$ cat config.mk
export PLATFORM = sky130hd
export DESIGN_NAME = fetch_unit
export DESIGN_NICKNAME = d
export VERILOG_FILES = /design/src/common/icache_pkg.sv /design/src/source/fetch_unit.sv
export SDC_FILE = /design/constraint.sdc
export NUM_CORES = 1
export LEC_CHECK = 0
export ABC_AREA = 1
export BUFFER_PORTS_ARGS = -buffer_cell sky130_fd_sc_hd__buf_2
export CORE_UTILIZATION = 36
export DETAILED_ROUTE_END_ITERATION = 6
export PLACE_DENSITY = 0.81
export SYNTH_ARGS = -nofsm -noshare
export SYNTH_HDL_FRONTEND = slang
export SYNTH_SLANG_ARGS = --single-unit
$ cat constraint.sdc
create_clock -name clock -period 1.3 [get_ports clock]
set_input_delay 0.195 -clock clock [delete_from_list [all_inputs] [get_ports clock]]
set_output_delay 0.195 -clock clock [all_outputs]
set_load 0.05 [all_outputs]
$ cat src/common/icache_pkg.sv
`default_nettype none

package icache_pkg;

    // Instruction address width
    localparam int xlen = 32;

    // Line number within the 64 KiB program space from address bits 15:3
    localparam int line_num_bits = 13;

    // Byte address; bits 2:0 pick a byte inside a line
    typedef logic [xlen-1:0] addr_t;

    typedef logic [line_num_bits-1:0] line_num_t;

    // One cache line, which is also one fetch word
    typedef logic [63:0] line_t;

    // Bus transaction tag where zero means no transaction
    typedef logic [3:0] mem_tag_t;

    typedef enum logic [1:0] {
        bus_none = 2'b00,
        bus_load = 2'b01
    } bus_command_t;

endpackage

`default_nettype wire

$ cat src/source/fetch_unit.sv
`default_nettype none

module fetch_unit
    import icache_pkg::*;
(
    input  logic  clock,
    input  logic  reset,
    input  logic  redirect_valid,
    input  addr_t redirect_pc,
    input  logic  stall,
    input  line_t icache_data,
    input  logic  icache_valid,
    output addr_t fetch_addr,
    output logic  fetch_valid,
    output addr_t fetch_pc,
    output line_t fetch_bits
);

    addr_t pc;
    addr_t pc_next;

    // Redirect beats stall, stall beats advance
    always_comb begin
        pc_next = pc;
        if (redirect_valid) begin
            pc_next = {redirect_pc[xlen-1:3], 3'b000};   // Align to a line
        end else if (icache_valid && !stall) begin
            pc_next = pc + addr_t'(8);
        end
    end

    always_ff @(posedge clock) begin
        if (reset) begin
            pc <= '0;
        end else begin
            pc <= pc_next;
        end
    end

    assign fetch_addr  = pc;
    assign fetch_pc    = pc;

    // A fetch is good as soon as the cache hits on the current pc
    assign fetch_valid = icache_valid;
    assign fetch_bits  = icache_data;

    assert property (@(posedge clock) disable iff (reset)
        fetch_pc[2:0] == 3'b000);

endmodule

`default_nettype wire

==> metrics.txt <==
status finished with violations; failing checks setup timing; IO Count 230; DP Cell Count 584; largest net degree at the start of global routing 20; switching share of power 0.415; layout cell share with drive strength beyond 1 0.436; Synth Area per Inst 6.20 um^2; most common cell after layout, fill and taps aside nand2_1; die area 0.00831 mm^2; Tot GR Track Use 0.187; Die Ht 91.1 um; Routed Antenna Nets 0; FF+latch count, synth 29; max reg flops 29; clock tree buffer depth 2; final hold vios 0; HPWL after DPL 6170 um; cell area power density 815 mW/mm^2; routed wire length 7690 um; hold slack 0.167 ns; final instance area 0.00333 mm^2; post-DR wirelength/cell 12.9 um; combinational share of power 0.352; core box area 0.00769 mm^2; worst-skew pair later-pin latency 0.29 ns; Max Cap Viol 0; global route overflow 0; sequential share of power 0.373; slowest stage cell, crit path dfxtp_4; CTS tree built; RSZ-0062 raised after global routing yes; drt initial violations 96; critical path required time 1.52 ns; worst hold path type in -> reg; Port Buffers 92; Finish-stage setup viols 16; final-report max-slew violation count 0; Residual DRC 0; Max Clock Freq 0.720 GHz; CTS Buf Count 5; Seq/Total Area, Yosys 0.203; leakage dissipation 0.00153 uW; placed inst area 0.00307 mm^2; Max VDD drop 330 uV; Crit Path Category reg -> reg; Cell Area, Synth 0.00286 mm^2; Detailed Routing Iterations Pass 1 4; Internal 1590 uW; cell count after synthesis 461; Setup Skew 0.00657 ns; CP startpoint kind flop; most frequent cells in the layout nand2_1, buf_2, inv_1; Yosys cell types 28; Final Cycle Share 1.07; Area Overhead vs Synth 16.4%; CP cell instances ha_4 > nand2_4 > nor2_4 > nand2_2 > nor2_4 > nand2_1 > nand2_1 > nand3_2 > a21oi_2; n_diodes 0; slowest stage delay, CP 0.37 ns; Clock Sinks 29; nets@finish 596; Critical Path End Type flop; number of global-route vias before repair 2697; gpl congestion 0.885; DR vias 2796; CTS HTree Levels 2; fin cells 597; Starting Density 0.372; Rows 32; yosys warns 0; clk root buf clkbuf_8; Die Wd 91.1 um; Final Worst Setup Slack -0.0896 ns; Worst Path Max Fanout 5; initial antenna violation count 0; routed vias/inst 4.68; Clock power frac 0.274; Reg clk slew, reported paths 0.07 ns; Sw Pwr 1130 uW; CP arrival 1.61 ns; Tmin final 1.39 ns; first-pass GRT wire length 12400 um
==> layout make-up <==
class | instances | area (um^2)
Clock buffer | 8 | 80.1
Fill cell | 818 | 4360
Inverter | 52 | 195
Multi-Input combinational cell | 276 | 1450
Sequential cell | 29 | 663
Tap cell | 102 | 128
Timing Repair Buffer | 130 | 812
==> power by group through the flow <==
stage               registers [uW]  clock network [uW]  logic [uW]
global route                  1020                 814        1020
floorplan                     1220                   0        1070
global placement              1030                   0         926
finish                        1010                 744         956
detailed placement            1030                   0         934
CTS                           1010                 765         945
==> critical path: cells and delay by family (launching register included) <==
kind            cells  cell delay (ns)
fa+ha+maj           1             0.16
simple gates        7             0.67
flops               1             0.37
compound gates      1             0.13
==> final timing paths <==
kind	startpoint	endpoint	slack (ns)	cells after the start
worst min register to register	fetch_addr[11]$_SDFFE_PP0P_	fetch_addr[11]$_SDFFE_PP0P_	0.52	2
worst max register to register	fetch_addr[4]$_SDFFE_PP0P_	fetch_addr[27]$_SDFFE_PP0P_	-0.09	9
worst max-delay path	fetch_addr[4]$_SDFFE_PP0P_	fetch_addr[27]$_SDFFE_PP0P_	-0.09	9
worst min-delay path	redirect_pc[11]	fetch_addr[11]$_SDFFE_PP0P_	0.17	3
==> layer usage <==
| metal | GRT usage | routed length [um] | part of all wire | up-vias |
|---|---|---|---|---|
| met1 | 0.207 | 3140 | 0.41 | 1265 |
| li1 | - | - | - | 1406 |
| met3 | 0.0444 | 440 | 0.057 | 18 |
| met4 | 0.0648 | 88 | 0.011 | 0 |
| met5 | 0 | 0 | 0 | - |
| met2 | 0.345 | 4020 | 0.52 | 107 |
==> cells in the mapped netlist <==
cell type  count  area (um^2)
a311oi_1       1         8.76
o211ai_1       1         7.51
buf_4        105          788
and2_1         1         6.26
o21bai_1       1         7.51
a21oi_1       20          100
o21ai_1        1         5.00
nor2_1        32          120
nor2_2        10         62.6
nor2_4         6         67.6
ha_1           1         12.5
nand2_2        6         37.5
dfxtp_1       29          581
xor2_1         1         8.76
a31oi_1        7         43.8
clkbuf_1       3         11.3
or2_2          3         18.8
inv_2          1         3.75
nor3_1         1         5.00
nand2_1      113          424
nand3_1       38          190
o21ai_0       24          120
xnor2_1        1         8.76
inv_1         51          191
conb_1         1         3.75
buf_6          1         11.3
nand3b_1       1         7.51
a22oi_1        1         7.51
==> kinds of logic (layout without fill, tap and decap cells) <==
group                    count (synthesis)  count (layout)  share of synthesized area
AND/OR/NAND/NOR                        211             211                      0.329
buffers and inverters                  161             190                      0.352
AO/OA/AOI/OAI                           56              56                      0.105
flip-flops                              29              29                      0.203
XOR/XNOR                                 2               2                    0.00613
adder cells (fa/ha/maj)                  1               1                    0.00437
other                                    1               6                    0.00131
==> stage by stage <==
step	total power, uW	utilization	worst slack (ns)	setup TNS (ns)
finish	2710	0.433	-0.0896	-0.720
global route	2860	0.433	-0.186	-2.60
CTS	2720	0.417	-0.0746	-0.594
detailed placement	1970	0.400	-0.0930	-0.781
global placement	1950	0.400	-0.0652	-0.225
floorplan	2290	-	-0.0770	-0.442
==> timing repair <==
item	in CTS	in global routing
resized for setup	15	30
hold buffers	0	0
pin swaps	6	14
setup endpoints to repair	19	24
gates cloned	0	0
buffers inserted	1	4
No activity file was read; power rests on OpenSTA's default activity.
