<file path="config.mk">
export PLATFORM = sky130hd
export DESIGN_NAME = icache
export DESIGN_NICKNAME = d
export VERILOG_FILES = /design/src/common/icache_pkg.sv /design/src/icache/icache.sv
export SDC_FILE = /design/constraint.sdc
export NUM_CORES = 2
export LEC_CHECK = 0
export BUFFER_PORTS_ARGS = -buffer_cell sky130_fd_sc_hd__buf_2
export CELL_PAD_IN_SITES_DETAIL_PLACEMENT = 1
export CELL_PAD_IN_SITES_GLOBAL_PLACEMENT = 2
export CORE_MARGIN = 2
export CORE_UTILIZATION = 35
export DETAILED_ROUTE_END_ITERATION = 10
export PLACE_DENSITY = 0.64
export SETUP_SLACK_MARGIN = 0.15
export SLEW_MARGIN = 20
export SYNTH_ARGS = -nofsm -noshare
export SYNTH_HDL_FRONTEND = slang
export SYNTH_SLANG_ARGS = --single-unit
</file>
<file path="constraint.sdc">
create_clock -name clock -period 9 [get_ports clock]
set_input_delay 2.7 -clock clock [delete_from_list [all_inputs] [get_ports clock]]
set_output_delay 2.7 -clock clock [all_outputs]
set_load 0.02 [all_outputs]
</file>
<file path="src/common/icache_pkg.sv">
`default_nettype none

package icache_pkg;

    // Instruction address width
    localparam int xlen = 32;

    // Line number within the 64 KiB program space from address bits 15:3
    localparam int line_num_bits = 13;

    // Byte address; bits 2:0 pick a byte inside a line
    typedef logic [xlen-1:0] addr_t;

    typedef logic [line_num_bits-1:0] line_num_t;

    // One cache line, which is also one fetch word
    typedef logic [63:0] line_t;

    // Bus transaction tag where zero means no transaction
    typedef logic [3:0] mem_tag_t;

    typedef enum logic [1:0] {
        bus_none = 2'b00,
        bus_load = 2'b01
    } bus_command_t;

endpackage

`default_nettype wire

</file>
<file path="src/icache/icache.sv">
`default_nettype none

module icache
    import icache_pkg::*;
#(
    parameter int cache_lines = 32
) (
    input  logic         clock,
    input  logic         reset,
    input  addr_t        fetch_addr,
    input  mem_tag_t     mem_response,
    input  line_t        mem_data,
    input  mem_tag_t     mem_tag,
    output bus_command_t mem_command,
    output addr_t        mem_addr,
    output line_t        icache_data,
    output logic         icache_valid
);

    localparam int index_bits = $clog2(cache_lines);
    localparam int tag_bits   = line_num_bits - index_bits;

    typedef logic [index_bits-1:0] index_t;
    typedef logic [tag_bits-1:0]   line_tag_t;

    line_num_t line_num;
    line_num_t last_line_num;
    index_t    index;
    line_tag_t tag;

    mem_tag_t  pending_tag;        // Tag of the accepted load we wait for
    logic      miss_outstanding;   // Load not yet accepted by memory
    logic      changed_addr;
    logic      write_enable;
    logic      next_miss;

    line_t     data [cache_lines];
    line_tag_t tags [cache_lines];
    logic [cache_lines-1:0] valids;

    assign line_num     = fetch_addr[3 +: line_num_bits];
    assign {tag, index} = line_num;

    assign changed_addr = line_num != last_line_num;

    // Returning data only counts for the address that asked for it
    assign write_enable = (mem_tag == pending_tag) && (pending_tag != '0) && !changed_addr;

    // A new address starts a miss if it does not hit; a refused load keeps it open
    assign next_miss = changed_addr ? !icache_valid
                                    : (miss_outstanding && (mem_response == '0));

    assign mem_command = (miss_outstanding && !changed_addr) ? bus_load : bus_none;
    assign mem_addr    = {fetch_addr[xlen-1:3], 3'b000};

    assign icache_data  = valids[index] ? data[index] : '0;
    assign icache_valid = valids[index] && (tags[index] == tag);

    always_ff @(posedge clock) begin
        if (reset) begin
            last_line_num    <= '1;   // All ones so the first fetch looks like a change
            pending_tag      <= '0;
            miss_outstanding <= 1'b0;
            valids           <= '0;
        end else begin
            last_line_num    <= line_num;
            miss_outstanding <= next_miss;

            // While a load is offered, capture whatever tag the memory answers with
            if (miss_outstanding) begin
                pending_tag <= mem_response;
            end else if (changed_addr || write_enable) begin
                pending_tag <= '0;   // Drops a load that is still in flight
            end

            if (write_enable) begin
                valids[index] <= 1'b1;
            end
        end
    end

    always_ff @(posedge clock) begin
        if (write_enable) begin
            data[index] <= mem_data;
            tags[index] <= tag;
        end
    end

    // A load is only offered while the miss has not been accepted yet
    assert property (@(posedge clock) disable iff (reset)
        (mem_command == bus_load) |-> miss_outstanding);

    // Fills come only from a real returning transaction
    assert property (@(posedge clock) disable iff (reset)
        write_enable |-> (mem_tag != '0));

endmodule

`default_nettype wire

</file>
==> flow_results.org <==
** Setup path
- Type of element capturing the critical path :: primary output
- Of all nets on the critical path, the largest fanout is 58.
- Data arrival, critical path :: 5.91 ns
- Kind of critical path :: input port to primary output
- The worst setup path is launched from an input port.
- For the worst setup path, the data required time is 6.30 ns.

** Run
- Max-cap violations in this run came to 0.

** Min path
- Min-delay worst type :: register to register

** Routing
- Number of vias in the routed layout :: 42600
- Violation count after the first detailed-route iteration :: 3963
- Number of optimization iterations in the first detailed-route pass :: 6
- Residual DRC count :: 0
- After detailed routing, the number of vias per cell comes to 5.44.
- The final layout contains routed wiring with a total length of 243000 µm.
- Routed wire per std cell :: 31.0 µm
- Residual antenna-violating net count after detailed routing :: 0

** Timing
- Max-slew violations :: 0
- Crit path time final :: 8.61 ns
- Final hold violation count :: 0
- Setup repair after global routing left no endpoint under its margin.
- Setup violations remaining at the end of the flow were counted as 0.
- Adding up every negative setup slack in the final design gives 0 ns.
- Achievable frequency :: 0.116 GHz
- Share of the cycle needed by the critical path after routing :: 95.7%
- On the final layout, the worst clock skew is 0.0497 ns.
- The worst pin sits at a relative slew slack of 23.9%.
- Worst hold margin :: 0.469 ns
- For the pin with the worst max-slew slack, the measured transition is 1.14 ns.

** Yosys
- The synthesized netlist devotes 0.234% of its cell area to XOR and XNOR gates.
- Synth warnings :: 0
- The synthesized design devotes to its leading area cell type 77.1% of total area.
- Counting flops with an async set or reset pin after synthesis yields a share of 0%.
- Number of flops mapped to enable cells by yosys :: 2304
- Yosys attributes the largest share of cell area to sky130_fd_sc_hd__edfxtp_1 (77%), sky130_fd_sc_hd__mux4_2 (13%), sky130_fd_sc_hd__mux2i_1 (2.5%), sky130_fd_sc_hd__dfxtp_1 (1.1%), sky130_fd_sc_hd__o22ai_1 (0.61%).
- Compound-gate portion of the synthesized area :: 2.52%
- Post-Synthesis Cell Area :: 89700 µm²
- Leading register cell type out of synthesis :: sky130_fd_sc_hd__edfxtp_1
- Cell type contributing the most total cell area after synthesis :: sky130_fd_sc_hd__edfxtp_1
- FF+latch count, synth :: 2354
- Synthesis produced a netlist whose cell count is 3956.
- Basic-gate share of the synthesized area counting and, or, nand and nor cells :: 1.39%
- After synthesis, the netlist uses 50 different library cells.
- Avg Inst Size Synth :: 22.7 µm²
- Multiplexer area fraction after synthesis :: 16.2%
- Adder and majority gate portion of the synthesized area :: 0%
- Summing the sequential cell areas from Yosys gives 78.3% of the chip area.
- Main combinational cell family by area after synthesis :: multiplexers

** Cells and area
- Final standard cell count with taps included and fillers excluded :: 7833
- Leaving out fill and tap cells, the most frequent cell in the layout is sky130_fd_sc_hd__edfxtp_1.
- Across the whole layout, storage elements account for 70200 µm².
- The post-route netlist has 29.0% of its cells at a drive strength greater than 1.
- Most frequent cells in the layout :: sky130_fd_sc_hd__edfxtp_1 (2304), sky130_fd_sc_hd__mux4_2 (536), sky130_fd_sc_hd__clkbuf_16 (231)
- In the final layout, the multi-input gates occupy 18500 µm².
- After the last flow step, the layout net total stands at 4376.
- Area delta synth->final :: 14.9%
- Counting the fill cells in the layout gives 23600.
- Utilization after layout :: 40.5%

** Clocking
- For this design, the sink count on the clock tree is 2354.
- Worst-Skew Late Latency :: 0.89 ns
- Clock slew at reported path FFs :: 0.06 ns
- TritonCTS built the clock tree.
- After clock tree synthesis, the repair step resized 0 gates.
- Clock tree root buffer cell :: sky130_fd_sc_hd__clkbuf_16
- Setup repair bufs after CTS :: 0
- Level count of the clock H-tree :: 4
- Maximum buffer depth of the clock tree :: 3
- # hold bufs at CTS :: 0
- Number of buffers created by CTS :: 229

** GRT
- For this run the aggregate overflow at the end of global routing stands at 0.
- Wire length of the first global-routing pass :: 342000 µm
- The number of antenna violations at the first check in global routing is 26.
- Entering global routing, the biggest net connects 85 pins.
- Overall fraction of global-route tracks in use :: 18.6%
- The number of global-route vias before repair came to 44600.

** Placement
- The HPWL after detailed placement is 126000 µm.
- The number of placed instances, taps included, is 7405.
- The count of buffers added on input and output ports is 165.
- The congestion estimate from routability-driven global placement came to 0.728.

** Status
- Result of the run :: finished, final reports clean

** Floorplanning
- Num rows :: 185
- The die is 510 µm tall.
- Number of primary I/O pins :: 205
- Die boundary width :: 510 µm
- Initial core utilization :: 35.3%
- Die Outline Area :: 260000 µm²
- Core area :: 254000 µm²

** Power and ir drop
- Cell area power density :: 218 nW/µm²
- Worst IR drop on VDD :: 231 µV
- Overall power consumption :: 22.5 mW
- Summed over all cells, the static leakage comes to 32.3 nW.
[state kept, by name, summed over array words and instances, names as in the netlist]
name	flops
pending_tag	4
data	2048
tags	256
last_line_num	13
valids	32
miss_outstanding	1
[layout make-up]
type	instances	area share [%]
Multi-Input combinational cell	1351	18.0
Timing Repair Buffer	328	2.60
Antenna cell	8	0.0194
Tap cell	3366	4.09
Clock buffer	288	5.84
Clock inverter	132	1.35
Sequential cell	2354	68.1
Inverter	6	0.0291
[where the power goes]
group / internal, mW / switching [mW] / total, mW / leakage (nW)
clock: 5.39 / 4.14 / 9.53 / 3.62
combinational: 0.357 / 0.566 / 0.923 / 7.62
sequential: 12.0 / 0.00216 / 12.0 / 21.1
total: 17.8 / 4.71 / 22.5 / 32.3
[per-layer routing]
layer	track usage [%]	vias up	share of wire, %
met1	26.2	23600	44
met4	4.20	12	1.8
li1	-	17400	-
met3	2.95	323	5.7
met2	30.4	1256	49
met5	0	-	0.027
[synthesized netlist by cell type (8+ instances only)]
library cell               instances
sky130_fd_sc_hd__mux2i_1         225
sky130_fd_sc_hd__o21ba_2           8
sky130_fd_sc_hd__nor2_1          135
sky130_fd_sc_hd__nor4_1           15
sky130_fd_sc_hd__or2_2            15
sky130_fd_sc_hd__nor2_4            8
sky130_fd_sc_hd__a221oi_1         42
sky130_fd_sc_hd__a31oi_1          12
sky130_fd_sc_hd__buf_4            51
sky130_fd_sc_hd__dfxtp_1          50
sky130_fd_sc_hd__o22ai_1          87
sky130_fd_sc_hd__o21ai_0          23
sky130_fd_sc_hd__buf_1            30
sky130_fd_sc_hd__o221a_2          14
sky130_fd_sc_hd__clkbuf_1         88
sky130_fd_sc_hd__edfxtp_1       2304
sky130_fd_sc_hd__a22oi_1          39
sky130_fd_sc_hd__nand2_1          13
sky130_fd_sc_hd__a21oi_1          42
sky130_fd_sc_hd__mux2_2           16
sky130_fd_sc_hd__a22o_1           42
sky130_fd_sc_hd__xor2_1           15
sky130_fd_sc_hd__mux4_2          536
sky130_fd_sc_hd__buf_2            73
sky130_fd_sc_hd__xnor2_1           9
[path summary, 6_finish.rpt]
kind / slack [ns] / endpoint / depth (start not counted) / start
worst max-delay path: 0.39 / icache_data[30] / 11 / fetch_addr[4]
worst max register to register: 4.60 / data[19][10] / 9 / last_line_num[9]
worst min register to register: 0.47 / valids[15] / 2 / valids[15]
worst min-delay path: 0.47 / valids[15] / 2 / valids[15]
[stage by stage]
step	instance area (µm²)	setup slack (ns)
floorplan	89700	1.17
global placement	95600	0.389
detailed placement	95600	0.430
CTS	103000	0.411
finish	103000	0.391
global route	103000	0.290
[kinds of logic (layout without fill, tap and decap cells)]
| family | after synthesis | after routing |
|---|---|---|
| compound gates | 314 | 314 |
| other cells | 1 | 12 |
| xor+xnor | 24 | 24 |
| buf+inv | 254 | 754 |
| flops | 2354 | 2354 |
| simple gates | 232 | 232 |
| mux | 777 | 777 |
[worst max-delay path, cell delays in order]
cell and delay (ns):
sky130_fd_sc_hd__buf_8 0.43, sky130_fd_sc_hd__buf_12 0.31, sky130_fd_sc_hd__buf_12 0.35, sky130_fd_sc_hd__buf_4 0.38, sky130_fd_sc_hd__mux4_2 0.36, sky130_fd_sc_hd__mux2i_1 0.16, sky130_fd_sc_hd__o22ai_1 0.10, sky130_fd_sc_hd__nor2_1 0.44
sky130_fd_sc_hd__buf_4 0.20, sky130_fd_sc_hd__nor2_1 0.03, sky130_fd_sc_hd__buf_2 0.18
No activity file was read; power rests on OpenSTA's default activity.
